[config.mk]
export PLATFORM = sky130hd
export DESIGN_NAME = cnn_weight_regs
export DESIGN_NICKNAME = d
export VERILOG_FILES = /design/src/cnn_pkg.sv /design/src/cnn_weight_regs.sv
export SDC_FILE = /design/constraint.sdc
export NUM_CORES = 1
export LEC_CHECK = 0
export BUFFER_PORTS_ARGS = -buffer_cell sky130_fd_sc_hd__buf_4
export CAP_MARGIN = 20
export CORE_MARGIN = 5
export CORE_UTILIZATION = 54
export CTS_BUF_LIST = sky130_fd_sc_hd__clkbuf_8
export CTS_CLUSTER_SIZE = 8
export DETAILED_ROUTE_END_ITERATION = 8
export GPL_TIMING_DRIVEN = 0
export PLACE_DENSITY = 0.93
export SYNTH_ARGS = -nofsm -noshare
export SYNTH_HDL_FRONTEND = slang
export SYNTH_SLANG_ARGS = --single-unit
[constraint.sdc]
create_clock -name clk -period 2.62 [get_ports clk]
set_clock_uncertainty 0.1 [all_clocks]
set_input_delay 0.262 -clock clk [delete_from_list [all_inputs] [get_ports clk]]
set_output_delay 0.262 -clock clk [all_outputs]
set_load 0.01 [all_outputs]
[src/cnn_pkg.sv]
package cnn_pkg;

    // ================================================
    // Sizes
    // ================================================
    localparam int KX             = 5;           // Kernel width
    localparam int KY             = 5;           // Kernel height
    localparam int KN             = KX * KY;     // Taps per kernel
    localparam int CI             = 2;           // Input channels
    localparam int I_F_BW         = 8;           // Unsigned feature
    localparam int W_BW           = 8;           // Signed weight
    localparam int B_BW           = 16;          // Signed bias
    localparam int M_BW           = 16;          // One product
    localparam int AK_BW          = 21;          // Sum of KN products
    localparam int AC_BW          = 22;          // Sum over both channels
    localparam int O_F_BW         = 23;          // After bias add
    localparam int LATENCY_KERNEL = 2;
    localparam int LATENCY_CORE   = 3;

    // ================================================
    // Configuration address map
    // ================================================
    localparam int CFG_AW       = 5;
    localparam int CFG_DW       = 32;
    localparam int W_PER_WORD   = CFG_DW / W_BW;    // Four weights per word
    localparam int WORDS_PER_CH = 7;                // 28 slots, 25 used
    localparam int ADDR_BIAS    = 16;

    // Host request bundle, addr and data held while req is high
    typedef struct packed {
        logic              req;
        logic [CFG_AW-1:0] addr;
        logic [CFG_DW-1:0] data;
    } cfg_req_t;

    typedef struct packed {
        logic [CFG_DW-B_BW-1:0] pad;
        logic signed [B_BW-1:0] bias;
    } cfg_bias_t;

    // Data word seen either as four weights (byte 0 = lowest tap) or as the bias
    typedef union packed {
        logic [W_PER_WORD-1:0][W_BW-1:0] weights;
        cfg_bias_t                       bias_view;
    } cfg_word_u;

    // One input beat, channel 0 in the low half
    typedef struct packed {
        logic                           valid;
        logic [CI-1:0][KN*I_F_BW-1:0]   window;
    } fmap_beat_t;

    typedef struct packed {
        logic [CI-1:0][KN*W_BW-1:0] weights;
        logic signed [B_BW-1:0]     bias;
    } kernel_set_t;

    typedef struct packed {
        logic              valid;
        logic [O_F_BW-1:0] value;
    } fmap_out_t;

endpackage

[src/cnn_weight_regs.sv]
`timescale 1ns/1ps

module cnn_weight_regs
    import cnn_pkg::*;
(
    input  logic        clk,
    input  logic        reset_n,
    input  cfg_req_t    i_cfg,
    output logic        o_cfg_ack,
    output kernel_set_t o_kernels
);

    // ================================================
    // Four-phase responder
    // ================================================
    logic r_ack;
    logic wr_en;

    // New request only while the previous ack has dropped
    assign wr_en = i_cfg.req && !r_ack;

    always_ff @(posedge clk or negedge reset_n) begin
        if (!reset_n) begin
            r_ack <= 1'b0;
        end else if (wr_en) begin
            r_ack <= 1'b1;           // Write and ack on the same edge
        end else if (!i_cfg.req) begin
            r_ack <= 1'b0;           // Release once host drops req
        end
    end

    // ================================================
    // Address decode
    // ================================================
    logic [CI-1:0]     ch_hit;       // Address falls in a channel's word range
    logic [CFG_AW-1:0] wr_slot;      // Word index inside that channel
    logic              wr_is_bias;
    int                wr_base;      // First tap covered by the word
    cfg_word_u         wr_word;

    always_comb begin
        ch_hit  = '0;
        wr_slot = '0;
        for (int c = 0; c < CI; c++) begin
            if (i_cfg.addr >= CFG_AW'(c * WORDS_PER_CH) &&
                i_cfg.addr <  CFG_AW'((c + 1) * WORDS_PER_CH)) begin
                ch_hit[c] = 1'b1;
                wr_slot   = i_cfg.addr - CFG_AW'(c * WORDS_PER_CH);
            end
        end
    end

    assign wr_is_bias = (i_cfg.addr == CFG_AW'(ADDR_BIAS));
    assign wr_base    = int'(wr_slot) * W_PER_WORD;
    assign wr_word    = i_cfg.data;

    // ================================================
    // Weight and bias storage
    // ================================================
    kernel_set_t r_kernels;

    always_ff @(posedge clk or negedge reset_n) begin
        if (!reset_n) begin
            r_kernels <= '0;
        end else if (wr_en) begin
            for (int c = 0; c < CI; c++) begin
                for (int b = 0; b < W_PER_WORD; b++) begin
                    // Slots 25..27 have no tap behind them
                    if (ch_hit[c] && (wr_base + b) < KN) begin
                        r_kernels.weights[c][(wr_base + b)*W_BW +: W_BW]
                            <= wr_word.weights[b];
                    end
                end
            end
            if (wr_is_bias) begin
                r_kernels.bias <= wr_word.bias_view.bias;
            end
        end
    end

    assign o_cfg_ack = r_ack;
    assign o_kernels = r_kernels;

endmodule

==> flow_summary_export.csv <==
group,metric,value,unit
detailed_routing,dr.pass1.iters,4,
clock_network,cts.clk_slew.worst_paths,0.06,ns
placement,hpwl,35300,um
pwr,pwr-share-clk,0.334,
setup_path,ff2ff_setup_slack,0.07,ns
pwr,combPwrFrac,0.198,
global_routing,grt-ovfl-total,0,
finish,syn_to_final_growth,37.7,%
floorplan,start_util,0.548,
detailed_routing,drtAntennaViolNets,0,
logic_synthesis,netlist.area_leader.share,0.641,
detailed_routing,drtIter0Drc,530,
pwr,power.internal,0.0117,W
pwr,swShare,0.286,
global_routing,gr-usage-all-layers,0.318,
logic_synthesis,synth_seq_area_share,0.641,
clock_network,cts-buffers-inserted,68,
setup_path,cp-start-kind,"input port",
setup_path,cp_top_family,"simple AND/OR/NAND/NOR gates",
setup_path,endpoint,"o_kernels[19]",
logic_synthesis,syn_area_per_cell,16.1,um^2
sta,slew_headroom,0.423,
setup_path,setup.worst_path.end_class,"flop",
placement,place_congestion,0.843,
sta,setup_violations,10,
global_routing,grt_start_max_net_pins,126,
floorplan,fp.dieW,184,um
clock_network,cts.sinks,417,
placement,portBuffers,446,
finish,final_nets,1631,
detailed_routing,wire_per_inst,26.9,um
global_routing,grt_pass1_wl,81100,um
logic_synthesis,netlist_area,16300,um^2
status,violations,"setup timing",
setup_path,path_cells,"buf_8 > ha_4 > or3b_4 > a21oi_4 > o31ai_4 > ha_4 > xor2_4 > or3_4 > or4_4 > mux2_4",
detailed_routing,wl,54300,um
min_path,hold_path.class,"in -> async",
clock_network,clkLatencyLatePin,0.56,ns
sta,fmax,374,MHz
logic_synthesis,synthArstFlopShare,1.00,
setup_path,path_class,"in -> reg",
logic_synthesis,yosys_warnings,0,
logic_synthesis,ys_types,53,
setup_path,critPathSlowestCell,"or4_4",
job,drv_cap,0,
global_routing,antenna_found_initial,1,
floorplan,core,29700,um^2
setup_path,cp.depth,10,
clock_network,cts_buffer_depth,3,
logic_synthesis,ys.flop_type,"dfrtp_1",
finish,layout-drive-gt1-share,0.649,
placement,pre_cts_slack,-1.13,ns
floorplan,ios,457,
setup_path,rr_startpoint,"o_cfg_ack",
clock_network,cts_tree,"done",
clock_network,cts-root-buf,"clkbuf_8",
logic_synthesis,syn_nets,1053,
logic_synthesis,synth_top_area_cell,"dfrtp_1",
setup_path,critPathBufInv,1,
setup_path,cp-startpoint,"i_cfg[32]",
finish,fin_cells,2021,
sta,worst_pin_slew,0.860,ns
sta,period_needed,2.67,ns
setup_path,critPathMaxFanout,8,
global_routing,grt_pass1_vias,12676,
detailed_routing,num_vias,11550,
logic_synthesis,synth_area_leaders,"dfrtp_1, mux2_2, buf_2, nor3_4, mux2_4",
floorplan,fp-row-count,63,
pwr,vdd_drop_max,0.724,mV
setup_path,critPathMaxStageDelay,0.67,ns
setup_path,worst_r2r_endpoint,"o_kernels[200]",
status,outcome,"complete, but fails checks",
finish,antenna_cells,0,
sta,final_max_slew_viol_count,0,
sta,period_share,1.02,
pwr,cellLeakagePower,11.9,nW
pwr,pwr-share-seq,0.469,
setup_path,crit_top_cell,"ha_4",
pwr,p_sw,0.00469,W
floorplan,die_area,33700,um^2
finish,fillers,1601,
detailed_routing,viasPerCell,5.71,
placement,dp.cells,1850,
clock_network,cts_max_level,3,
pwr,power_density,730,nW/um^2
sta,finalSetupTns,-0.351,ns
setup_path,cp_data_required_time,2.97,ns
sta,fin_ws,-0.0518,ns
logic_synthesis,synth_edf_count,0,
sta,hold_violations,0,
floorplan,die_y,184,um
logic_synthesis,synthCells,1009,
logic_synthesis,ys_ff_latch,417,
detailed_routing,drc_errors,0,
setup_path,critPathArrivalTime,3.03,ns
setup_path,reg2reg_depth,7,
sta,grt_setup_unrepaired,"yes",
sta,hold_slack,0.176,ns
[Yosys cell counts, drive strengths merged, types with 2 or more instances]
library cell	count
o31ai	3
clkbuf	31
nor3b	2
or4	3
nand2	8
a21oi	3
o21ai	6
o211ai	3
nand4	2
ha	4
nand3	7
nand2b	4
and2	10
buf	38
nor4	3
nor2	9
dfrtp	417
mux2	414
inv	8
nand3b	5
nor3	13
[flip-flops by register name, summed over array words and instances (netlist names)]
name and flops:
o_cfg_ack 1, o_kernels 416
[power groups by stage]
| stage | sequential, W | combinational, W | clock, W |
|---|---|---|---|
| detailed placement | 0.00772 | 0.00305 | 0 |
| floorplan | 0.00800 | 0.000909 | 0 |
| finish | 0.00768 | 0.00324 | 0.00547 |
| CTS | 0.00764 | 0.00318 | 0.00551 |
| global placement | 0.00766 | 0.00293 | 0 |
| global route | 0.00774 | 0.00341 | 0.00584 |
[cells by family after synthesis]
family,synth area share
AOI/OAI and AO/OA,0.0124
xor gates and xnor gates,0.00108
adders and majority gates,0.00307
buffers and inverters,0.0206
DFF,0.641
muxes,0.288
other,0.000230
and+or+nand+nor,0.0340
[metal layers]
| metal | track usage | vias up | part of all wire |
|---|---|---|---|
| met1 | 0.367 | 5995 | 0.35 |
| met2 | 0.551 | 655 | 0.51 |
| li1 | - | 4723 | - |
| met4 | 0.136 | 2 | 0.049 |
| met5 | 0 | - | 0.00024 |
| met3 | 0.0985 | 175 | 0.096 |
[worst reg2reg max path: stages (launching register included)]
cell and delay (ns):
dfrtp_1 0.39, nand2b_1 0.27, nor2_2 0.26, nand3_1 0.30, nor3_4 0.25, buf_6 0.18
buf_2 0.29, mux2_2 0.39
[through the flow]
step | area, um^2 | util | total power [W]
floorplan | 16500 | - | 0.00891
global placement | 20300 | 0.685 | 0.0106
detailed placement | 20500 | 0.688 | 0.0108
CTS | 22300 | 0.750 | 0.0163
global route | 22400 | 0.755 | 0.0170
finish | 22400 | 0.755 | 0.0164
[final cells by class]
cell class / instances / area [um^2] / area share
clock inverter: 35 / 198 / 0.00881
tap: 390 / 488 / 0.0217
multi-input combinational: 515 / 5840 / 0.260
clock buffer: 79 / 1090 / 0.0485
buffer: 67 / 320 / 0.0143
sequential: 417 / 10400 / 0.465
inverter: 8 / 32.5 / 0.00145
timing repair buffer: 510 / 4030 / 0.180
[cell usage in the layout (no fill, tap or decap), types with 2 or more instances in the layout]
| master | synthesis | routed |
|---|---|---|
| nor2_4 | 0 | 5 |
| dfrtp_1 | 417 | 417 |
| nor3_4 | 8 | 11 |
| inv_8 | 0 | 2 |
| mux2_1 | 4 | 4 |
| mux2_2 | 402 | 376 |
| o21ai_0 | 5 | 5 |
| buf_4 | 1 | 473 |
| o211ai_4 | 0 | 2 |
| nand4_1 | 2 | 2 |
| ha_4 | 0 | 4 |
| nand2_2 | 1 | 2 |
| inv_1 | 8 | 34 |
| buf_8 | 0 | 2 |
| mux2_4 | 8 | 34 |
| nand2_1 | 7 | 4 |
| and2_1 | 10 | 10 |
| nor2_1 | 7 | 2 |
| nand2_4 | 0 | 2 |
| inv_6 | 0 | 2 |
| buf_2 | 28 | 24 |
| buf_16 | 0 | 3 |
| nor4_4 | 2 | 2 |
| dlygate4sd3_1 | 0 | 26 |
| buf_12 | 0 | 5 |
| nand3b_1 | 5 | 5 |
| nand3_1 | 7 | 7 |
| clkbuf_8 | 0 | 80 |
| nor2_2 | 2 | 2 |
| buf_1 | 8 | 8 |
| nand2b_1 | 4 | 3 |
| clkbuf_1 | 31 | 29 |
| clkinv_2 | 0 | 2 |
| or4_1 | 3 | 2 |
| buf_6 | 1 | 4 |
[worst min path at each step]
stage / to / startpoint / slack (ns)
floorplan: o_cfg_ack / reset_n / -0.13
global placement: o_cfg_ack / i_cfg[37] / 0.36
detailed placement: o_kernels[378] / reset_n / 0.19
CTS: o_kernels[221] / i_cfg[5] / 0.15
global route: o_kernels[85] / i_cfg[5] / 0.17
finish: o_kernels[378] / reset_n / 0.18
[timing repair]
| item | CTS | global route |
|---|---|---|
| hold endpoints to repair | 134 | 0 |
| hold buffers | 26 | 0 |
| setup endpoints to repair | 250 | 220 |
| setup buffers | 23 | 9 |
| gates resized for setup | 20 | 16 |
| pin swaps | 16 | 12 |
(Power assumes the default switching activity.)
